**config.mk**
```make
export PLATFORM = sky130hd
export DESIGN_NAME = mem_arb
export DESIGN_NICKNAME = d
export VERILOG_FILES = /design/src/design/fe_pkg.sv /design/src/design/mem_arb.sv
export SDC_FILE = /design/constraint.sdc
export NUM_CORES = 1
export LEC_CHECK = 0
export ABC_AREA = 1
export BUFFER_PORTS_ARGS = -buffer_cell sky130_fd_sc_hd__buf_4
export CAP_MARGIN = 25
export CORE_MARGIN = 2
export CORE_UTILIZATION = 24
export DETAILED_ROUTE_END_ITERATION = 7
export GPL_ROUTABILITY_DRIVEN = 0
export GPL_TIMING_DRIVEN = 0
export PLACE_DENSITY_LB_ADDON = 0.05
export SYNTH_ARGS = -nofsm -noshare
export SYNTH_HDL_FRONTEND = slang
export SYNTH_SLANG_ARGS = --single-unit
export TNS_END_PERCENT = 5
```
**constraint.sdc**
```tcl
create_clock -name vclk -period 0.8
set_input_delay 0.08 -clock vclk [all_inputs]
set_output_delay 0.08 -clock vclk [all_outputs]
set_load 0.01 [all_outputs]
```
**src/design/fe_pkg.sv**
```systemverilog
package fe_pkg;

    localparam int ADDR_W    = 12;     // Byte address and PC
    localparam int INSTR_W   = 32;
    localparam int MEM_WORDS = 1024;
    localparam int IDX_W     = 10;     // Word index, ADDR_W minus the byte offset
    localparam int ROB_W     = 5;

    typedef logic [ADDR_W-1:0]  t_paddr;
    typedef logic [INSTR_W-1:0] t_rv_instr;
    typedef logic [IDX_W-1:0]   t_word_idx;
    typedef logic [ROB_W-1:0]   t_rob_id;

    // Fetch controller states
    typedef enum logic [2:0] {
        FE_IDLE,        // Out of reset, waits for the first resume
        FE_REQ_IC,      // Issue a request at PC
        FE_PDG_IC,      // Request in flight
        FE_PDG_STALL,   // Response held until decode takes it
        FE_PDG_NUKE     // Redirected, waits for resume
    } t_fsm_fe;

    // ROB ids wrap, so age is the distance from the oldest id in flight.
    // Distances are taken modulo the ROB size by the 5-bit subtraction.
    function automatic logic f_robid_a_older_b(
        input t_rob_id a,
        input t_rob_id b,
        input t_rob_id oldest
    );
        t_rob_id dist_a;
        t_rob_id dist_b;
        dist_a = a - oldest;
        dist_b = b - oldest;
        return dist_a < dist_b;
    endfunction

endpackage

```
**src/design/mem_arb.sv**
```systemverilog
`timescale 1ns/1ps

module mem_arb (
    input  logic              clk,
    input  logic              reset,
    input  logic              wr_valid,
    input  fe_pkg::t_word_idx wr_addr,
    input  fe_pkg::t_rv_instr wr_data,
    input  logic              rd_req,
    input  fe_pkg::t_word_idx rd_addr,
    output logic              rd_gnt,
    output logic              mem_en,
    output logic              mem_we,
    output fe_pkg::t_word_idx mem_addr,
    output fe_pkg::t_rv_instr mem_wdata
);

    // Boot writes have no back-pressure, so they always win
    assign rd_gnt    = rd_req & ~wr_valid;
    assign mem_en    = wr_valid | rd_req;
    assign mem_we    = wr_valid;
    assign mem_addr  = wr_valid ? wr_addr : rd_addr;
    assign mem_wdata = wr_data;    // Ignored on reads

    // Losing reader keeps asking for the same word
    a_read_held: assert property (@(posedge clk) disable iff (reset)
        rd_req && !rd_gnt |=> rd_req && $stable(rd_addr));

endmodule

```
==> results.toml, run 1 <==
[grt]
grt_antenna_before_repair = 0
grt_pass1_wl_um = 1842
gr-total-overflow = 0
grt_pass1_vias = 489
track_usage = 0.1154
grt_max_degree = 11

[die]
row_count = 14
die_w_um = 44.53
core_mm2 = 0.001524
ioPinCount = 101
dieArea_mm2 = 0.001982
die_h_um = 44.53
start_util = 0.2586

[sta]
relSlewSlack = 0.9331
tightest_slew_ns = 0.1003
hold_viol_final = 0
fin_setup_tns_ns = 0
final_max_slew_viol_count = 0
min_period_over_period = 0.8615
setup_viol_count_final = 0
fin_crit_ns = 0.6892
rsz0062_at_grt = "no"
fmax_mhz = 1451

[drt]
dr_total_vias = 590
drc = 0
first_pass_iters = 2
final_antenna_net_count = 0
wl_per_cell_um = 8.809
drt_iter0_markers = 2
drt-total-wl_um = 1339
avgViaCountPerCell = 3.882

[setup_path]
worstSetupPathType = "in2out"
cp_data_required_time_ns = 0.72
cp-start-kind = "input pin"
startpoint = "wr_valid"
critPathCaptureType = "output pin"
path_max_fanout = 10
arrival_ns = 0.61

[hold_path]
hp-class = "in2out"
hp-start = "wr_data[18]"
hold_depth = 2
holdPathEnd = "mem_wdata[18]"

[synth]
postSynthAreaPerCell_um2 = 5.712
syn_nets = 125
ys_types = 6
netlist_instances = 69
yosys_warnings = 0
syn_area_um2 = 394.1
ys_seq_area_frac = 0

[flow_run]
cap_viol_max_count = 0

[final_layout]
area_growth_pct = 132.7
drive_above_1_share = 0.7574
seqCellArea_um2 = 0
multi_input_area_um2 = 120.1
final_common_cell = "buf_4"
clockBufferCount = 0
num-fill-cells = 140
mostFrequentLayoutCells = "101 x buf_4, 31 x nand2_1"
nFlopsAndLatches = 0
nNetsFinal = 194
diodes = 0

[pwr]
swShare = 0.3492
ir_worst_vdd_mv = 0.3004
power.share.clock = 0
intPower_uw = 348.5
net-switching-power_uw = 187.0
power.density_mw_per_mm2 = 583.9
p_total_uw = 535.5
seq_power_share = 0
p_comb_frac = 1.000
leakagePower_nw = 0.5938

[clocking]
cts_setup_buffers = 0
cts_resized = 0
ctsHoldBuffers = 0

[outcome]
status = "finished, final reports clean"

[placed_design]
port_buffers = 67
worst max-delay path, stage by stage:
cell,delay [ns]
buf_4,0.12
buf_4,0.16
nand2_1,0.06
nand2_1,0.05
buf_4,0.14
cells by family after synthesis:
logic type	share of synthesized area
simple gates	0.3047
buf+inv	0.6952
Yosys cell counts:
| library cell | instances | area share |
|---|---|---|
| inv_1 | 1 | 0.0095 |
| buf_4 | 34 | 0.65 |
| inv_2 | 1 | 0.0095 |
| buf_6 | 1 | 0.029 |
| nand2_1 | 31 | 0.30 |
| nor2_1 | 1 | 0.0095 |
worst max path at each step:
stage | end | depth (start not counted)
3_3_place_gp | mem_addr[9] | 5
6_report | mem_addr[2] | 5
3_5_place_dp | mem_addr[8] | 6
5_1_grt | mem_addr[2] | 5
4_1_cts | mem_addr[2] | 5
2_1_floorplan | rd_gnt | 2
per-stage QoR:
stage / worst slack [ns] / hold WS, ns / instance area, um2 / instances / utilization
after floorplan: 0.3169 / 0.2518 / 394.1 / 69 / -
after global placement: 0.1057 / 0.3366 / 917.1 / 152 / 0.6018
after detailed placement: 0.1038 / 0.3368 / 917.1 / 152 / 0.6018
after CTS: 0.1008 / 0.3366 / 917.1 / 152 / 0.6018
after global routing: 0.04466 / 0.3387 / 917.1 / 152 / 0.6018
final: 0.1108 / 0.3360 / 917.1 / 152 / 0.6018
power groups by stage:
| stage | clock, mW | combinational [mW] | sequential (mW) |
|---|---|---|---|
| after floorplan | 0 | 0.255 | 0 |
| after detailed placement | 0 | 0.543 | 0 |
| after global routing | 0 | 0.577 | 0 |
| after CTS | 0 | 0.544 | 0 |
| after global placement | 0 | 0.537 | 0 |
| final | 0 | 0.535 | 0 |
per-layer routing:
layer / share of wire / global-route usage / up-vias
met5: 0 / 0 / -
met4: 0 / 0 / 0
met3: 0.21 / 0.03265 / 0
met2: 0.54 / 0.2348 / 53
met1: 0.26 / 0.1205 / 233
li1: - / - / 304
area by class of cell:
| cell class | instances | area share |
|---|---|---|
| well taps | 16 | 0.02183 |
| repair buffers | 67 | 0.5484 |
| plain buffers | 35 | 0.2906 |
| inverters | 2 | 0.008186 |
| multi-input cells | 32 | 0.1310 |
(Power assumes the default switching activity.)
==> inputs of run 2 (changes only) <==
--- a/config.mk
+++ b/config.mk
@@ -13,7 +13,9 @@
 export DETAILED_ROUTE_END_ITERATION = 7
 export GPL_ROUTABILITY_DRIVEN = 0
 export GPL_TIMING_DRIVEN = 0
+export MAX_ROUTING_LAYER = met4
 export PLACE_DENSITY_LB_ADDON = 0.05
+export REMOVE_ABC_BUFFERS = 1
 export SYNTH_ARGS = -nofsm -noshare
 export SYNTH_HDL_FRONTEND = slang
 export SYNTH_SLANG_ARGS = --single-unit
==> run 2 against run 1 <==
Compared with the run above:
- routed wire length increased by 72%
- sequential share of layout area stayed put
- first-iteration DRC count rose to 3.0 times the previous value
- count of clock-buffer cells in the layout is the same
- via count decreased by 40%
- hold slack worse by 0.18 ns
- power shrank 55%
==> results.toml, run 2 (synthesized netlist as in run 1, its figures left out) <==
[outcome]
status = "finished, final reports clean"

[pwr]
seq_power_share = 0
p_comb_frac = 1.000
power.density_mw_per_mm2 = 579.1
ir_worst_vdd_mv = 0.1523
net-switching-power_uw = 96.74
swShare = 0.4046
intPower_uw = 142.4
leakagePower_nw = 0.2708
power.share.clock = 0
p_total_uw = 239.1

[final_layout]
mostFrequentLayoutCells = "35 x buf_4, 31 x nand2_1, 1 x inv_4, 1 x inv_1, 1 x nor2_1"
seqCellArea_um2 = 0
drive_above_1_share = 0.5217
multi_input_area_um2 = 120.1
clockBufferCount = 0
final_cells = 85
nFlopsAndLatches = 0
nNetsFinal = 127
diodes = 0
area_growth_pct = 4.762
final_common_cell = "buf_4"
fin_area_um2 = 412.9
num-fill-cells = 180

[die]
ioPinCount = 101
start_util = 0.2586
core_mm2 = 0.001524
die_w_um = 44.53
row_count = 14
dieArea_mm2 = 0.001982
die_h_um = 44.53

[drt]
first_pass_iters = 2
wl_per_cell_um = 27.02
dr_total_vias = 355
drc = 0
final_antenna_net_count = 0
drt-total-wl_um = 2297
drt_iter0_markers = 6
avgViaCountPerCell = 4.176

[sta]
fmax_mhz = 1462
final_max_slew_viol_count = 0
fin_crit_ns = 0.6841
fin_setup_tns_ns = 0
relSlewSlack = 0.8949
setup_viol_count_final = 0
rsz0062_at_grt = "no"
hold_viol_final = 0
whs_ns = 0.1600
min_period_over_period = 0.8551
tightest_slew_ns = 0.1577

[grt]
grt_max_degree = 14
gr-total-overflow = 0
grt_pass1_wl_um = 2718
track_usage = 0.2282
grt_pass1_vias = 319
grt_antenna_before_repair = 0

[hold_path]
hp-start = "wr_data[16]"
hp-class = "in2out"

[setup_path]
path_cells = "buf_4 -> inv_4 -> nand2_1 -> nand2_1 -> buf_4"
cp_data_required_time_ns = 0.72
arrival_ns = 0.60
worstSetupPathType = "in2out"
cp-start-kind = "input pin"
critPathCaptureType = "output pin"
slowest_delay_ns = 0.17
path_max_fanout = 13
critPathSlowestCell = "buf_4"
startpoint = "wr_valid"

[placed_design]
port_buffers = 35
dpl_cell_area_um2 = 410.4
dp.cells = 85

[clocking]
cts_setup_buffers = 0

[flow_run]
cap_viol_max_count = 0
## run 2: cell count changes in the layout (fill, tap and decap cells not counted)
cell   previous run  this run
inv_4             0         1
inv_2             1         0
buf_6             1         0
buf_4           101        35
## run 2: routing by layer
layer  track usage  part of all wire  up-vias
met1       0.09157              0.13      124
met5             -                 0        -
met4             0                 0        0
met2        0.4435              0.55       61
met3        0.3102              0.32        0
li1              -                 -      170
## run 2: what timing repair did
action                                  in CTS  in global routing
gates resized for setup                      0                  1
hold buffers                                 0                  0
endpoints found under the setup margin       0                  9
## run 2: worst paths after layout
| kind | slack (ns) | end | depth (start not counted) |
|---|---|---|---|
| max | 0.12 | mem_addr[6] | 5 |
| min | 0.16 | mem_wdata[16] | 0 |
## run 2: critical path: cells and delay by family
kind | cells | cell delay [ns]
buffers and inverters | 3 | 0.40
AND/OR/NAND/NOR | 2 | 0.12
## run 2: power by group through the flow
stage | clock network (mW) | registers (mW) | logic, mW
final | 0 | 0 | 0.239
after floorplan | 0 | 0 | 0.0717
after detailed placement | 0 | 0 | 0.240
after global placement | 0 | 0 | 0.239
after CTS | 0 | 0 | 0.241
after global routing | 0 | 0 | 0.264
## run 2: metrics by stage
step | utilization | worst slack (ns)
floorplan | - | 0.3859
global placement | 0.2693 | 0.03195
detailed placement | 0.2693 | 0.03546
CTS | 0.2693 | 0.03156
global route | 0.2709 | 0.03900
finish | 0.2709 | 0.1159
## run 2: area by class of cell
type	instances	share of cell area
tap	16	0.04848
multi-input combinational	32	0.2909
timing repair buffer	35	0.6364
inverter	2	0.02424
