===== src/design/fe_pkg.sv =====
package fe_pkg;

    localparam int ADDR_W    = 12;     // Byte address and PC
    localparam int INSTR_W   = 32;
    localparam int MEM_WORDS = 1024;
    localparam int IDX_W     = 10;     // Word index, ADDR_W minus the byte offset
    localparam int ROB_W     = 5;

    typedef logic [ADDR_W-1:0]  t_paddr;
    typedef logic [INSTR_W-1:0] t_rv_instr;
    typedef logic [IDX_W-1:0]   t_word_idx;
    typedef logic [ROB_W-1:0]   t_rob_id;

    // Fetch controller states
    typedef enum logic [2:0] {
        FE_IDLE,        // Out of reset, waits for the first resume
        FE_REQ_IC,      // Issue a request at PC
        FE_PDG_IC,      // Request in flight
        FE_PDG_STALL,   // Response held until decode takes it
        FE_PDG_NUKE     // Redirected, waits for resume
    } t_fsm_fe;

    // ROB ids wrap, so age is the distance from the oldest id in flight.
    // Distances are taken modulo the ROB size by the 5-bit subtraction.
    function automatic logic f_robid_a_older_b(
        input t_rob_id a,
        input t_rob_id b,
        input t_rob_id oldest
    );
        t_rob_id dist_a;
        t_rob_id dist_b;
        dist_a = a - oldest;
        dist_b = b - oldest;
        return dist_a < dist_b;
    endfunction

endpackage


===== src/design/fe_ctl.sv =====
`timescale 1ns/1ps

module fe_ctl (
    input  logic              clk,
    input  logic              reset,
    input  logic              resume_fetch,
    input  logic              nuke,
    input  logic              br_mispred_valid,
    input  fe_pkg::t_rob_id   br_mispred_robid,
    input  fe_pkg::t_paddr    br_mispred_target,
    input  fe_pkg::t_rob_id   oldest_robid,
    output logic              fe_req_valid,
    output fe_pkg::t_paddr    fe_req_addr,
    input  logic              fb_rsp_valid,
    input  fe_pkg::t_rv_instr fb_rsp_instr,
    input  fe_pkg::t_paddr    fb_rsp_pc,
    output logic              valid_fe1,
    output fe_pkg::t_rv_instr instr_fe1,
    output fe_pkg::t_paddr    pc_fe1,
    input  logic              stall
);
    import fe_pkg::*;

    t_fsm_fe   state;
    t_fsm_fe   state_nxt;
    t_paddr    pc;
    logic      nuke_pdg;      // Mispredict held, nuke not seen yet
    t_rob_id   pdg_robid;     // ROB id of the held mispredict
    logic      flush_pdg;     // Fetch in flight belongs to the old path
    logic      mispred_ql;
    logic      go_nuke;
    t_rv_instr cap_instr;
    t_paddr    cap_pc;

    // Only an older branch may replace the held redirect
    assign mispred_ql = br_mispred_valid
                      & (~nuke_pdg | f_robid_a_older_b(br_mispred_robid, pdg_robid, oldest_robid));

    assign go_nuke = nuke_pdg | flush_pdg;

    always_comb begin
        state_nxt = state;
        case (state)
            FE_IDLE:      if (resume_fetch) state_nxt = FE_REQ_IC;
            FE_REQ_IC:    state_nxt = FE_PDG_IC;
            FE_PDG_IC: begin
                if (fb_rsp_valid) begin
                    if (go_nuke) state_nxt = FE_PDG_NUKE;       // Drop the stale response
                    else if (stall) state_nxt = FE_PDG_STALL;   // Hold it for decode
                end
            end
            FE_PDG_STALL: begin
                if (go_nuke) state_nxt = FE_PDG_NUKE;
                else if (!stall) state_nxt = FE_PDG_IC;
            end
            FE_PDG_NUKE:  if (resume_fetch) state_nxt = FE_REQ_IC;
            default:      state_nxt = FE_IDLE;
        endcase
    end

    always_ff @(posedge clk) begin
        if (reset) begin
            state <= FE_IDLE;
        end else begin
            state <= state_nxt;
        end
    end

    // Next request goes out as soon as the current one is consumed
    assign fe_req_valid = (state == FE_REQ_IC)
                        | ((state == FE_PDG_IC) & fb_rsp_valid & ~go_nuke & ~stall)
                        | ((state == FE_PDG_STALL) & ~go_nuke & ~stall);
    assign fe_req_addr  = pc;

    // Redirect wins over the increment
    always_ff @(posedge clk) begin
        if (reset) begin
            pc <= '0;
        end else if (mispred_ql) begin
            pc <= br_mispred_target;
        end else if (fe_req_valid) begin
            pc <= pc + t_paddr'(4);
        end
    end

    always_ff @(posedge clk) begin
        if (reset) begin
            nuke_pdg <= 1'b0;
        end else if (mispred_ql) begin
            nuke_pdg <= 1'b1;
        end else if (nuke) begin
            nuke_pdg <= 1'b0;     // Clears the held mispredict too
        end
    end

    always_ff @(posedge clk) begin
        if (mispred_ql) pdg_robid <= br_mispred_robid;
    end

    // A fetch issued before the redirect must drain through FE_PDG_NUKE,
    // even when the nuke arrives before its response does
    always_ff @(posedge clk) begin
        if (reset) begin
            flush_pdg <= 1'b0;
        end else if (state_nxt == FE_PDG_NUKE) begin
            flush_pdg <= 1'b0;
        end else if (mispred_ql && state != FE_IDLE && state != FE_PDG_NUKE) begin
            flush_pdg <= 1'b1;
        end
    end

    always_ff @(posedge clk) begin
        if (fb_rsp_valid) begin
            cap_instr <= fb_rsp_instr;
            cap_pc    <= fb_rsp_pc;
        end
    end

    // Live response in FE_PDG_IC, captured copy while stalled
    assign valid_fe1 = (((state == FE_PDG_IC) & fb_rsp_valid) | (state == FE_PDG_STALL))
                     & ~go_nuke & ~mispred_ql;
    assign instr_fe1 = (state == FE_PDG_STALL) ? cap_instr : fb_rsp_instr;
    assign pc_fe1    = (state == FE_PDG_STALL) ? cap_pc : fb_rsp_pc;

    // Held instruction may only vanish through a redirect
    a_hold_under_stall: assert property (@(posedge clk) disable iff (reset)
        valid_fe1 && stall |=> !valid_fe1 || ($stable(instr_fe1) && $stable(pc_fe1)));

endmodule


===== config.mk =====
export PLATFORM = sky130hd
export DESIGN_NAME = fe_ctl
export DESIGN_NICKNAME = d
export VERILOG_FILES = /design/src/design/fe_pkg.sv /design/src/design/fe_ctl.sv
export SDC_FILE = /design/constraint.sdc
export NUM_CORES = 1
export LEC_CHECK = 0
export ABC_AREA = 1
export BUFFER_PORTS_ARGS = -buffer_cell sky130_fd_sc_hd__buf_2
export CAP_MARGIN = 20
export CORE_ASPECT_RATIO = 1.4
export CORE_MARGIN = 5
export CORE_UTILIZATION = 42
export DETAILED_ROUTE_END_ITERATION = 10
export PLACE_DENSITY = 0.7
export SYNTH_ARGS = -nofsm -noshare
export SYNTH_HDL_FRONTEND = slang
export SYNTH_SLANG_ARGS = --single-unit

===== constraint.sdc =====
create_clock -name clk -period 4.05 [get_ports clk]
set_input_delay 0.6075 -clock clk [delete_from_list [all_inputs] [get_ports clk]]
set_output_delay 0.6075 -clock clk [all_outputs]
set_load 0.02 [all_outputs]

==> impl_results.md <==
* Hold buffer count at CTS at 0
* Flip-flop cell with the highest count after synthesis: sky130_fd_sc_hd__edfxtp_1
* Worst-path maximum fanout at 22
* Reg2reg start: pdg_robid[0]
* Number of buffers created by CTS at 9
* PwrDens at 438 nW/um2
* Final Cycle Share at 92.2%
* Largest net degree at the start of global routing at 46
* Number of nets still failing antenna checks after routing at 0
* Type of the worst setup path: in2out
* Buffer count from post-CTS setup fixing at 0
* Max clock buf depth at 2
* Overall routed net length at 8230 um
* Required time at the endpoint of the critical path at 3440 ps
* Biggest area contributors in the synthesized netlist: sky130_fd_sc_hd__edfxtp_1 42%, sky130_fd_sc_hd__nand2_1 20%, sky130_fd_sc_hd__dfxtp_1 9.7%
* Buffer cell driving the clock tree root: sky130_fd_sc_hd__clkbuf_16
* Number of levels in the clock H-tree at 3
* Hold violation count in the final report at 0
* Static Leak at 2.25 nW
* Cells after Synth at 415
* Post-Syn Nets at 503
* Transition time at the pin with the least slew margin at 711 ps
* Final Max Slew Viols at 0
* Number of buffers inserted by port buffering at 130
* Share of flip-flops with an asynchronous set or reset after synthesis at 0%
* Setup TNS after final layout at 0 ps
* Initial cell density of the core at 43.0%
* Class of the worst hold path: in2reg
* CTS tree: yes
* Cell type with the largest total area after synthesis: sky130_fd_sc_hd__edfxtp_1
* Cell area after synthesis at 3500 um2
* Startpoint kind of the worst setup timing path: primary input
* Data arrival time of the worst path at 3130 ps
* Detailed-placement wirelength estimate at 6260 um
* Placement row count at 39
* Peak supply drop at 246 uV
* Placeable core region at 8150 um2
* Diodes inserted at 0
* Remaining routing DRC violations at 0
* Die outline width at 87.2 um
* Routed wire per std cell at 12.6 um
* Register-to-register path setup slack at 1230 ps
* Syn. warnings at 0
* Share of the yosys chip area belonging to registers at 51.7%
* Cell variety after synth at 31
* Hold endpoint: pdg_robid[0]
* Via count of the first global-routing pass at 3,031
* Final Critical Period at 3730 ps
* Number of antenna violations at the first check in global routing at 0
* Most common cell in the synthesized netlist: sky130_fd_sc_hd__nand2_1
* Run status: finished clean
* Global-route wire length before repair at 13,400 um
* Clock latency of the later-clocked register in the worst-skew pair at 330 ps
* CTS-repair resized insts at 0
* Ratio of routed vias to standard cells at 4.63
* Count of flip-flops with a built-in enable after synthesis at 49
* Count of nets after finishing at 635
* Setup repair after global routing missed its margin: false
* Slew HR at 52.5%
* Area of the die at 10,300 um2
* Clock Skew at 2.57 ps
* Starting DRC count in detailed routing at 120
* Most common library cells after synthesis: 190 x sky130_fd_sc_hd__nand2_1, 49 x sky130_fd_sc_hd__edfxtp_1, 26 x sky130_fd_sc_hd__inv_1, 26 x sky130_fd_sc_hd__nor2_1, 18 x sky130_fd_sc_hd__nand3_1
* Launch instance of the worst min-delay path: br_mispred_robid[0]
* First-pass DRT Iterations at 4
* Total number of clock tree sinks at 66
* Global placement routability congestion at 0.806
* Tightest hold margin at 467 ps
* Layout overhead on the synthesized area at 28.9%
* Hold-critical path depth at 1
* Area share of the largest cell type after synthesis at 42.0%
* Total gr overflow at 0
* Number of max-cap violations at 0
* Proportion of layout cells with a drive suffix above 1 at 28.6%
* Sort of element at the end of the critical path: output pin
* Global Route Usage Sum at 16.4%
* Post-synthesis average cell area at 8.44 um2
* Upper clock frequency limit at 268 MHz
* R2R Path End: pdg_robid[2]
* Floorplan die height at 118 um
* Clock slew at reported path FFs at 50 ps
* Synthesized flop and latch total at 66
* Number of filler instances in the final layout at 744
* Via count at 3,028
* Setup-failing EPs final at 0
* Top-level I/O count at 131
* Number of cell instances on the worst register-to-register path at 16
==> metrics by stage <==
step	util (%)	cells	worst slack (ps)	area, um2	power, W
after floorplan	-	415	676	3500	0.00112
after global placement	52.0	638	476	4240	0.00125
after detailed placement	52.0	638	282	4240	0.00126
after CTS	55.4	654	277	4520	0.00200
after global routing	55.4	654	86.5	4520	0.00209
final	55.4	654	316	4520	0.00198
==> how the worst max path moves through the flow <==
stage / start / endpoint / slack, ps / cells past startpoint
detailed placement: br_mispred_robid[0] / valid_fe1 / 280 / 18
floorplan: br_mispred_robid[0] / valid_fe1 / 680 / 16
global route: br_mispred_robid[0] / valid_fe1 / 90 / 18
global placement: br_mispred_robid[0] / valid_fe1 / 480 / 18
finish: br_mispred_robid[0] / valid_fe1 / 320 / 18
CTS: br_mispred_robid[0] / valid_fe1 / 280 / 18
==> report_power, final <==
| group | internal (W) | switching, W |
|---|---|---|
| Clock | 0.000471 | 0.000260 |
| Combinational | 0.000157 | 0.000260 |
| Sequential | 0.000795 | 0.0000354 |
==> cell families (layout without fill, tap and decap cells) <==
kind of cell	Yosys count	count (layout)	share of synthesized area (%)
AND/OR/NAND/NOR	253	253	30.3
XOR/XNOR	12	12	3.00
AO/OA/AOI/OAI	26	26	3.96
flip-flops	66	66	51.7
adder cells (fa/ha/maj)	15	15	5.78
buffers and inverters	43	180	5.28
==> registers in the layout, indices dropped and copies added, names as in the netlist <==
signal / flops
nuke_pdg: 1
flush_pdg: 1
cap_instr: 32
fe_req_addr: 12
pdg_robid: 5
state: 3
cap_pc: 12
==> critical path, cell delays in order <==
cell	delay (ps)
sky130_fd_sc_hd__buf_2	100
sky130_fd_sc_hd__inv_1	50
sky130_fd_sc_hd__ha_1	130
sky130_fd_sc_hd__inv_1	60
sky130_fd_sc_hd__fa_1	400
sky130_fd_sc_hd__a21o_1	180
sky130_fd_sc_hd__a21oi_1	190
sky130_fd_sc_hd__xor2_1	110
sky130_fd_sc_hd__ha_1	310
sky130_fd_sc_hd__nand2_1	80
sky130_fd_sc_hd__nor2_1	100
sky130_fd_sc_hd__nand2_1	70
sky130_fd_sc_hd__nand3_2	80
sky130_fd_sc_hd__nand2_4	100
sky130_fd_sc_hd__nand2_4	210
sky130_fd_sc_hd__inv_1	80
sky130_fd_sc_hd__nor2_1	90
sky130_fd_sc_hd__buf_2	170
==> per-layer routing <==
metal | part of all wire (%) | GRT usage (%)
met1 | 42 | 19.3
met5 | 0 | 0
met3 | 8.5 | 3.22
met2 | 47 | 27.7
met4 | 2.4 | 8.54
==> cell type report <==
| type | instances | area, um2 | area share [%] |
|---|---|---|---|
| clock buffer | 12 | 236 | 5.23 |
| multi-input combinational | 306 | 1510 | 33.4 |
| clock inverter | 4 | 42.5 | 0.942 |
| tap | 102 | 128 | 2.82 |
| timing repair buffer | 133 | 673 | 14.9 |
| sequential | 66 | 1810 | 40.1 |
| inverter | 31 | 119 | 2.63 |
==> placed cells by master (no fill, tap or decap), types with 2 or more instances in the layout <==
| master | count |
|---|---|
| sky130_fd_sc_hd__dfxtp_1 | 17 |
| sky130_fd_sc_hd__nor2_4 | 2 |
| sky130_fd_sc_hd__nor3_1 | 2 |
| sky130_fd_sc_hd__clkbuf_1 | 3 |
| sky130_fd_sc_hd__nand3_1 | 18 |
| sky130_fd_sc_hd__xnor2_1 | 5 |
| sky130_fd_sc_hd__edfxtp_1 | 49 |
| sky130_fd_sc_hd__buf_4 | 3 |
| sky130_fd_sc_hd__clkinv_1 | 3 |
| sky130_fd_sc_hd__a21oi_1 | 16 |
| sky130_fd_sc_hd__xor2_1 | 7 |
| sky130_fd_sc_hd__fa_1 | 2 |
| sky130_fd_sc_hd__o21ai_0 | 6 |
| sky130_fd_sc_hd__nand2_2 | 2 |
| sky130_fd_sc_hd__nor2_1 | 26 |
| sky130_fd_sc_hd__buf_2 | 130 |
| sky130_fd_sc_hd__inv_1 | 26 |
| sky130_fd_sc_hd__nand2_4 | 3 |
| sky130_fd_sc_hd__inv_2 | 3 |
| sky130_fd_sc_hd__ha_1 | 13 |
| sky130_fd_sc_hd__nand3b_1 | 6 |
| sky130_fd_sc_hd__nand2_1 | 190 |
| sky130_fd_sc_hd__clkbuf_16 | 9 |
(Power assumes the default switching activity.)
