**src/design/fe_pkg.sv**
```systemverilog
package fe_pkg;

    localparam int ADDR_W    = 12;     // Byte address and PC
    localparam int INSTR_W   = 32;
    localparam int MEM_WORDS = 1024;
    localparam int IDX_W     = 10;     // Word index, ADDR_W minus the byte offset
    localparam int ROB_W     = 5;

    typedef logic [ADDR_W-1:0]  t_paddr;
    typedef logic [INSTR_W-1:0] t_rv_instr;
    typedef logic [IDX_W-1:0]   t_word_idx;
    typedef logic [ROB_W-1:0]   t_rob_id;

    // Fetch controller states
    typedef enum logic [2:0] {
        FE_IDLE,        // Out of reset, waits for the first resume
        FE_REQ_IC,      // Issue a request at PC
        FE_PDG_IC,      // Request in flight
        FE_PDG_STALL,   // Response held until decode takes it
        FE_PDG_NUKE     // Redirected, waits for resume
    } t_fsm_fe;

    // ROB ids wrap, so age is the distance from the oldest id in flight.
    // Distances are taken modulo the ROB size by the 5-bit subtraction.
    function automatic logic f_robid_a_older_b(
        input t_rob_id a,
        input t_rob_id b,
        input t_rob_id oldest
    );
        t_rob_id dist_a;
        t_rob_id dist_b;
        dist_a = a - oldest;
        dist_b = b - oldest;
        return dist_a < dist_b;
    endfunction

endpackage

```
**src/design/fetch_buf.sv**
```systemverilog
`timescale 1ns/1ps

module fetch_buf (
    input  logic              clk,
    input  logic              reset,
    input  logic              fe_req_valid,
    input  fe_pkg::t_paddr    fe_req_addr,
    output logic              rd_req,
    output fe_pkg::t_word_idx rd_addr,
    input  logic              rd_gnt,
    input  fe_pkg::t_rv_instr mem_rdata,
    output logic              fb_rsp_valid,
    output fe_pkg::t_rv_instr fb_rsp_instr,
    output fe_pkg::t_paddr    fb_rsp_pc
);
    import fe_pkg::*;

    logic   req_pdg;     // Waiting for the arbiter
    logic   rsp_due;     // Memory data lands this cycle
    t_paddr req_pc;

    always_ff @(posedge clk) begin
        if (fe_req_valid) req_pc <= fe_req_addr;
    end

    always_ff @(posedge clk) begin
        if (reset) begin
            req_pdg <= 1'b0;
        end else if (fe_req_valid) begin
            req_pdg <= 1'b1;
        end else if (rd_gnt) begin
            req_pdg <= 1'b0;
        end
    end

    // One cycle after the grant
    always_ff @(posedge clk) begin
        if (reset) begin
            rsp_due <= 1'b0;
        end else begin
            rsp_due <= rd_gnt;
        end
    end

    assign rd_req  = req_pdg;
    assign rd_addr = req_pc[ADDR_W-1:2];   // Drop byte offset

    assign fb_rsp_valid = rsp_due;
    assign fb_rsp_instr = mem_rdata;
    assign fb_rsp_pc    = req_pc;          // Still the old PC, a new request only latches at the edge

    // One fetch at a time, the controller must wait for the response
    a_single_outstanding: assert property (@(posedge clk) disable iff (reset)
        fe_req_valid |-> !req_pdg);

endmodule

```
**config.mk**
```make
export PLATFORM = sky130hd
export DESIGN_NAME = fetch_buf
export DESIGN_NICKNAME = d
export VERILOG_FILES = /design/src/design/fe_pkg.sv /design/src/design/fetch_buf.sv
export SDC_FILE = /design/constraint.sdc
export NUM_CORES = 1
export LEC_CHECK = 0
export ABC_AREA = 1
export BUFFER_PORTS_ARGS = -buffer_cell sky130_fd_sc_hd__buf_2
export CAP_MARGIN = 20
export CELL_PAD_IN_SITES_DETAIL_PLACEMENT = 0
export CELL_PAD_IN_SITES_GLOBAL_PLACEMENT = 1
export CORE_ASPECT_RATIO = 1.75
export CORE_MARGIN = 1.5
export CORE_UTILIZATION = 19
export DETAILED_ROUTE_END_ITERATION = 12
export GPL_ROUTABILITY_DRIVEN = 0
export PLACE_DENSITY = 0.87
export SKIP_CTS_REPAIR_TIMING = 1
export SYNTH_ARGS = -nofsm -noshare
export SYNTH_HDL_FRONTEND = slang
export SYNTH_SLANG_ARGS = --single-unit
```
**constraint.sdc**
```tcl
create_clock -name clk -period 0.8 [get_ports clk]
set_input_delay 0.04 -clock clk [delete_from_list [all_inputs] [get_ports clk]]
set_output_delay 0.04 -clock clk [all_outputs]
set_load 0.02 [all_outputs]
```
==> impl_metrics.yaml, run 1 <==
yosys:
  netlist_area_sq_um: 742.0
  synth_seq_cells: 14
  yosysMostFrequentCell: "buf_4"
  synth_fa_ha_area_frac: 0
  synth.distinct_cells: 8
  synth_top_area_frac: 0.4857
  syn_nets: 109
  synth_ff_type: "edfxtp_1"
  synthSimpleGateAreaFrac: 0.01349
  synthCells: 61
  synth_compound_gate_area_share: 0.01180
  synth_area_leaders: "edfxtp_1 49%, buf_4 42%, dfxtp_1 5.4%"
  yosys.area.top_type: "edfxtp_1"
  synth-edff-count: 12
  synth_mux_area_frac: 0
  yosys_warnings: 0
  synth_top_family_by_area: "buffers and inverters"
  yosysSeqAreaShare: 0.5396
  synth_common_cells: "42 x buf_4, 12 x edfxtp_1, 2 x dfxtp_1"
  synth_async_sr_flop_share: 0
  yosys.area_share.xor_xnor: 0
  syn_avg_cell_area_sq_um: 12.16
power:
  power_mw: 1.852
  swShare: 0.2555
  power_frac_comb: 0.204
  ir_drop_mv: 1.180
  pwr-share-clk: 0.313
  p_leak_nw: 0.4044
  intPower_mw: 1.379
  p_switching_mw: 0.4732
  cellPowerDensity_nw_per_um2: 2005
  p_seq_frac: 0.483
routing:
  viasPerCell: 3.727
  drc: 0
  drt-initial-drc-count: 5
  dr.pass1.iters: 3
  wl_per_cell_um: 15.19
  vias: 451
  detail-route-antenna-nets: 0
  drt_wl_total_mm: 1.838
timing:
  fin_crit_sh: 1.116
  fmax_ghz: 1.121
  period_needed_ns: 0.8924
  rsz0062_at_grt: "true"
  hold_ws_ns: 0.02618
  drv_slew: 0
  hold_viol_final: 0
  setup_viol: 22
  fin_skew_ns: 0
  fin_ws_ns: -0.09240
  relSlewSlack: 0.8104
  worst_slew_pin_slew_ns: 0.2843
cts:
  cts_tree: "done"
  cts_made_buffers: 3
  cts.sinks: 14
  htreeDepth: 1
  root_buffer: "clkbuf_8"
  worstSkewPairLatency_ns: 0.24
  clockBufferDepth: 2
  clkSlewWorstSetupHoldPaths_ns: 0.06
critical_path:
  crit_path_end_kind: "output port"
  crit_path_top_delay_cell: "edfxtp_1"
  reg2reg_slack_ns: 0.23
  arrival_ns: 0.85
  critPathMaxStageDelay_ns: 0.42
  critPathRequiredTime_ns: 0.76
  worst_setup_path_start_kind: "flop"
  critPathKind: "reg -> out"
  cp_num_buf_inv: 1
  crit_chain: "buf_2"
  critPathMaxFanout: 2
  crit_family: "flip-flops"
grt:
  antenna_found_initial: 0
  grtUsageTotal: 0.08000
  grt_pass1_vias: 447
  grt_use_met2: 0.09569
  grt-ovfl-total: 0
  grt_use_met3: 0.03833
  grt_pass1_wl_mm: 2.318
  use_met1: 0.07314
  grt_busiest_layer: "met4"
  grt_max_degree: 14
run:
  maxCapViolCount: 0
die:
  coreArea_sq_um: 3665
  die_area_sq_um: 4304
  initial_core_util: 0.2025
  rows: 29
  die_width_um: 50.24
  ios: 104
  dieHeight_um: 85.67
place:
  place.port_buffers: 39
  numPlacedInstances: 104
outcome:
  status: "complete, but fails checks"
  failed_checks: "setup timing"
layout:
  nets: 124
  drive_gt1_frac: 0.6133
  stdcell_count: 121
  area_growth_pct: 24.45
  fillCellCount: 372
  diodes: 0
min_path:
  hold_path.class: "in -> reg"
==> worst register-to-register path: stages (launching register included) <==
cell	delay, ns
dfxtp_2	0.33
nand2_2	0.06
a21oi_2	0.11
==> flip-flops by register name, indices dropped and copies added (netlist names) <==
name and count:
fb_rsp_pc 12, rd_req 1, fb_rsp_valid 1
==> kinds of logic (layout without fill, tap and decap cells) <==
kind of cell	count (synthesis)	after routing
compound gates	1	1
flops	14	14
buf+inv	44	58
simple gates	2	2
==> cell type report <==
type,count,area [sq um],share of cell area
Clock buffer,3,41.29,0.04472
Clock inverter,1,3.754,0.004065
Inverter,2,7.507,0.008130
Multi-Input combinational cell,3,18.77,0.02033
Sequential cell,14,401.6,0.4350
Tap cell,46,57.56,0.06233
Timing Repair Buffer,52,392.9,0.4255
==> layout by cell type, fill, tap and decap left out <==
master,n
buf_2,24
inv_2,1
clkbuf_8,3
edfxtp_1,12
inv_1,1
dlygate4sd3_1,13
dfxtp_1,1
nand2_2,1
buf_6,8
a21oi_2,1
nor2_1,1
clkinv_1,1
buf_4,7
dfxtp_2,1
==> final timing paths <==
check,from,to,cells after the start
worst max-delay path,fb_rsp_pc[11],fb_rsp_pc[11],1
worst min-delay path,rd_gnt,fb_rsp_valid,3
worst max register to register,rd_req,rd_req,2
worst min register to register,rd_req,rd_req,2
==> per-layer routing <==
layer,vias to the layer above,share of wire,wire length (um)
met2,53,0.40,735
met1,180,0.34,620
met4,0,0.12,229
met5,-,0,0
li1,179,-,-
met3,39,0.14,252
==> power by group through the flow <==
| stage | combinational (mW) | sequential (mW) | clock [mW] |
|---|---|---|---|
| after floorplan | 0.349 | 0.965 | 0 |
| after global placement | 0.283 | 0.897 | 0 |
| after detailed placement | 0.282 | 0.901 | 0 |
| after CTS | 0.283 | 0.887 | 0.595 |
| after global routing | 0.399 | 0.902 | 0.622 |
| final | 0.379 | 0.894 | 0.579 |
==> stage by stage <==
stage / setup TNS [ns] / util / setup slack (ns) / instance area, sq um
2_1_floorplan: 0 / - / 0.09267 / 742.0
3_3_place_gp: 0 / 0.1854 / 0.1741 / 679.4
3_5_place_dp: 0 / 0.1854 / 0.1627 / 679.4
4_1_cts: -1.539 / 0.1977 / -0.09889 / 724.4
5_1_grt: -2.090 / 0.2520 / -0.1144 / 923.4
6_report: -1.360 / 0.2520 / -0.09240 / 923.4
Note: power is estimated with default switching activity, not from simulation.
==> run 2, diff against run 1 <==
--- a/config.mk
+++ b/config.mk
@@ -5,7 +5,7 @@
 export SDC_FILE = /design/constraint.sdc
 export NUM_CORES = 1
 export LEC_CHECK = 0
-export ABC_AREA = 1
+export ABC_AREA = 0
 export BUFFER_PORTS_ARGS = -buffer_cell sky130_fd_sc_hd__buf_2
 export CAP_MARGIN = 20
 export CELL_PAD_IN_SITES_DETAIL_PLACEMENT = 0
==> impl_metrics.yaml, run 2 <==
yosys:
  synth.distinct_cells: 7
  synth_top_family_by_area: "buffers and inverters"
  synth_top_area_frac: 0.4865
  synth-edff-count: 12
  synth_common_cells: "42 x buf_4, 12 x edfxtp_1, 2 x dfxtp_1"
  synth_async_sr_flop_share: 0
  synth_area_leaders: "edfxtp_1 49%, buf_4 43%, dfxtp_1 5.4%"
  syn_nets: 108
  yosys.area_share.xor_xnor: 0
  synth_seq_cells: 14
  synthSimpleGateAreaFrac: 0.01689
  yosysSeqAreaShare: 0.5405
  synth_ff_type: "edfxtp_1"
  syn_avg_cell_area_sq_um: 12.35
  netlist_area_sq_um: 740.7
  synth_fa_ha_area_frac: 0
  yosysMostFrequentCell: "buf_4"
  synthCells: 60
  synth_mux_area_frac: 0
  yosys_warnings: 0
  yosys.area.top_type: "edfxtp_1"
  synth_compound_gate_area_share: 0.01182
die:
  initial_core_util: 0.2021
  ios: 104
  die_width_um: 50.20
  coreArea_sq_um: 3665
  dieHeight_um: 85.60
  die_area_sq_um: 4297
  rows: 29
grt:
  grt_pass1_vias: 397
  antenna_found_initial: 0
  grt_use_met3: 0.03484
  use_met1: 0.06498
  grt_use_met2: 0.09211
  grt_pass1_wl_mm: 2.166
  grt_busiest_layer: "met4"
  grt-ovfl-total: 0
  grt_max_degree: 14
  grtUsageTotal: 0.07486
layout:
  area_growth_pct: 26.69
  mostFrequentLayoutCell: "buf_2"
  diodes: 0
  drive_gt1_frac: 0.5811
  final_cell_mix: "23 x buf_2, 13 x dlygate4sd3_1, 12 x edfxtp_1, 12 x buf_6, 4 x buf_4"
  nets: 123
  post-route-util: 0.2561
  largest_reg_flops: 12
cts:
  clockBufferDepth: 2
  clkSlewWorstSetupHoldPaths_ns: 0.05
  root_buffer: "clkbuf_8"
  cts.sinks: 14
  cts_made_buffers: 3
  htreeDepth: 1
  cts_tree: "done"
  worstSkewPairLatency_ns: 0.24
power:
  power_frac_comb: 0.210
  cellPowerDensity_nw_per_um2: 1985
  p_leak_nw: 0.4059
  power_mw: 1.862
  intPower_mw: 1.390
  swShare: 0.2535
  ir_drop_mv: 1.244
  p_seq_frac: 0.482
  pwr-share-clk: 0.308
  p_switching_mw: 0.4721
routing:
  drc: 0
  viasPerCell: 3.700
  wl_per_cell_um: 15.40
  vias: 444
  dr.pass1.iters: 2
  detail-route-antenna-nets: 0
  drt_wl_total_mm: 1.848
  drt-initial-drc-count: 1
critical_path:
  worst_setup_path_start_kind: "flop"
  arrival_ns: 0.85
  cp_num_buf_inv: 1
  critPathKind: "reg -> out"
  crit_path_end_kind: "output port"
  critPathMaxStageDelay_ns: 0.42
  critPathRequiredTime_ns: 0.76
  crit_family: "flip-flops"
  crit_path_top_delay_cell: "edfxtp_1"
  critPathMaxFanout: 2
  crit_chain: "buf_2"
timing:
  drv_slew: 0
  relSlewSlack: 0.8213
  rsz0062_at_grt: "true"
  setup_viol: 22
  fmax_ghz: 1.125
  period_needed_ns: 0.8887
  hold_viol_final: 0
  worst_slew_pin_slew_ns: 0.2680
  fin_ws_ns: -0.08870
  fin_skew_ns: 0
  fin_crit_sh: 1.111
  hold_ws_ns: 0.08001
outcome:
  failed_checks: "setup timing"
  status: "complete, but fails checks"
place:
  place.port_buffers: 39
run:
  maxCapViolCount: 0
min_path:
  hold_path.class: "in -> out"
run 2: cell count changes after synthesis, sizes merged:
cell    before  now
nand2b       0    1
nor2         1    0
nor2b        0    1
inv          2    1
nand2        1    0
run 2: cell families (layout without fill, tap and decap cells):
kind of cell | count (synthesis) | count (layout)
simple gates | 2 | 2
flops | 14 | 14
buf+inv | 43 | 57
compound gates | 1 | 1
run 2: cell type report:
type / instances / area [sq um]
fillers: 372 / 2726
repair buffers: 52 / 410.4
flip-flops and latches: 14 / 400.4
well taps: 46 / 57.56
clock buffers: 3 / 41.29
multi-input cells: 3 / 21.27
clock inverters: 1 / 3.754
inverters: 1 / 3.754
run 2: path summary, 6_finish.rpt:
path / start / end / slack (ns) / depth (start not counted)
worst max-delay path: fb_rsp_pc[8] / rd_addr[6] / -0.09 / 1
worst min-delay path: mem_rdata[0] / fb_rsp_instr[0] / 0.08 / 0
worst max register to register: rd_req / rd_req / 0.19 / 2
worst min register to register: rd_req / rd_req / 0.51 / 2
run 2: routing by layer:
metal  up-vias  wire [um]
met1       176        583
li1        178          -
met5         -          0
met4         0        221
met3        35        278
met2        55        764
run 2: per-stage QoR:
| stage | TNS (ns) | area (sq um) | std cells | setup slack (ns) |
|---|---|---|---|---|
| after floorplan | 0 | 740.7 | 60 | 0.09267 |
| after global placement | 0 | 678.2 | 103 | 0.1874 |
| after detailed placement | 0 | 678.2 | 103 | 0.1698 |
| after CTS | -1.317 | 723.2 | 107 | -0.09576 |
| after global routing | -2.115 | 938.4 | 120 | -0.1297 |
| final | -1.402 | 938.4 | 120 | -0.08870 |
run 2: power by group through the flow:
stage	clock network [mW]	logic (mW)	registers, mW
after floorplan	0	0.348	0.965
after global placement	0	0.280	0.893
after detailed placement	0	0.281	0.899
after CTS	0.582	0.282	0.885
after global routing	0.627	0.413	0.904
final	0.574	0.391	0.897
==> run 3, diff against run 2 <==
--- a/config.mk
+++ b/config.mk
@@ -15,6 +15,7 @@
 export CORE_UTILIZATION = 19
 export DETAILED_ROUTE_END_ITERATION = 12
 export GPL_ROUTABILITY_DRIVEN = 0
+export MAX_ROUTING_LAYER = met4
 export PLACE_DENSITY = 0.87
 export SKIP_CTS_REPAIR_TIMING = 1
 export SYNTH_ARGS = -nofsm -noshare
==> impl_metrics.yaml, run 3 (synthesis gave the netlist of run 2 again) <==
outcome:
  failed_checks: "setup timing"
  status: "complete, but fails checks"
run:
  maxCapViolCount: 0
routing:
  viasPerCell: 3.717
  drt_wl_total_mm: 1.852
  vias: 446
  drt-initial-drc-count: 1
  dr.pass1.iters: 2
  detail-route-antenna-nets: 0
  wl_per_cell_um: 15.43
  drc: 0
cts:
  cts.sinks: 14
  worstSkewPairLatency_ns: 0.24
  cts_tree: "done"
  clockBufferDepth: 2
  htreeDepth: 1
  clkSlewWorstSetupHoldPaths_ns: 0.05
  cts_made_buffers: 3
  root_buffer: "clkbuf_8"
critical_path:
  cp_num_buf_inv: 1
  critPathMaxFanout: 2
  critPathMaxStageDelay_ns: 0.42
  worst_setup_path_start_kind: "flop"
  crit_family: "flip-flops"
  crit_path_end_kind: "output port"
  crit_path_top_delay_cell: "edfxtp_1"
  crit_chain: "buf_2"
  arrival_ns: 0.85
  critPathKind: "reg -> out"
  critPathRequiredTime_ns: 0.76
grt:
  antenna_found_initial: 0
  grt_max_degree: 14
  grt_pass1_vias: 398
  grt_pass1_wl_mm: 2.145
  grtUsageTotal: 0.07701
  grt-ovfl-total: 0
die:
  initial_core_util: 0.2021
  coreArea_sq_um: 3665
  die_width_um: 50.20
  die_area_sq_um: 4297
  dieHeight_um: 85.60
  rows: 29
  ios: 104
timing:
  drv_slew: 0
  setup_tns_ns: -1.415
  period_needed_ns: 0.8937
  hold_viol_final: 0
  setup_viol: 22
  fin_skew_ns: 0
  worst_slew_pin_slew_ns: 0.2679
  fin_ws_ns: -0.09372
  relSlewSlack: 0.8214
  rsz0062_at_grt: "true"
  fin_crit_sh: 1.117
  fmax_ghz: 1.119
power:
  ir_drop_mv: 1.244
  p_leak_nw: 0.4059
  pwr-share-clk: 0.308
  swShare: 0.2535
  cellPowerDensity_nw_per_um2: 1985
  p_switching_mw: 0.4723
  power_frac_comb: 0.210
  intPower_mw: 1.390
  p_seq_frac: 0.482
layout:
  diodes: 0
  final_cell_mix: "23 x buf_2, 13 x dlygate4sd3_1, 12 x edfxtp_1, 12 x buf_6, 4 x buf_4"
  nets: 123
  area_growth_pct: 26.69
  post-route-util: 0.2561
  largest_reg_flops: 12
  mostFrequentLayoutCell: "buf_2"
  drive_gt1_frac: 0.5811
place:
  place.port_buffers: 39
  place_ws_ns: 0.1698
min_path:
  hold_path.class: "in -> out"
run 3: cell counts in the layout (fill, tap and decap cells not counted):
No cell type changed its count.
run 3: layer usage:
metal	track usage	vias up	part of all wire
met2	0.09211	55	0.41
met5	-	-	0
li1	-	178	-
met4	0.1338	0	0.12
met1	0.06388	178	0.32
met3	0.03659	35	0.14
run 3: worst register-to-register path: stages, from the launching register on:
cell	delay (ns)
dfxtp_1	0.34
nand2b_1	0.08
a21oi_2	0.13
run 3: through the flow:
step,hold WS [ns],std cells,power (mW),area (sq um)
6_report,0.08001,120,1.863,938.4
4_1_cts,-0.03762,107,1.748,723.2
3_5_place_dp,0.08015,103,1.180,678.2
2_1_floorplan,0.1024,60,1.313,740.7
3_3_place_gp,0.08015,103,1.173,678.2
5_1_grt,0.07940,120,1.944,938.4
run 3: area by class of cell:
type	count	area, sq um
fill	372	2726
timing repair buffer	52	410.4
sequential	14	400.4
tap	46	57.56
clock buffer	3	41.29
multi-input combinational	3	21.27
clock inverter	1	3.754
inverter	1	3.754
run 3: path summary, 6_finish.rpt:
check        slack (ns)  depth (start not counted)         start               to
min                0.08                          0  mem_rdata[0]  fb_rsp_instr[0]
max reg2reg        0.19                          2        rd_req           rd_req
min reg2reg        0.51                          2        rd_req           rd_req
max               -0.09                          1  fb_rsp_pc[8]       rd_addr[6]
run 3: power by group through the flow:
stage,logic (mW),registers [mW],clock network (mW)
2_1_floorplan,0.348,0.965,0
3_3_place_gp,0.280,0.893,0
3_5_place_dp,0.281,0.899,0
4_1_cts,0.282,0.885,0.582
5_1_grt,0.413,0.904,0.627
6_report,0.391,0.897,0.574
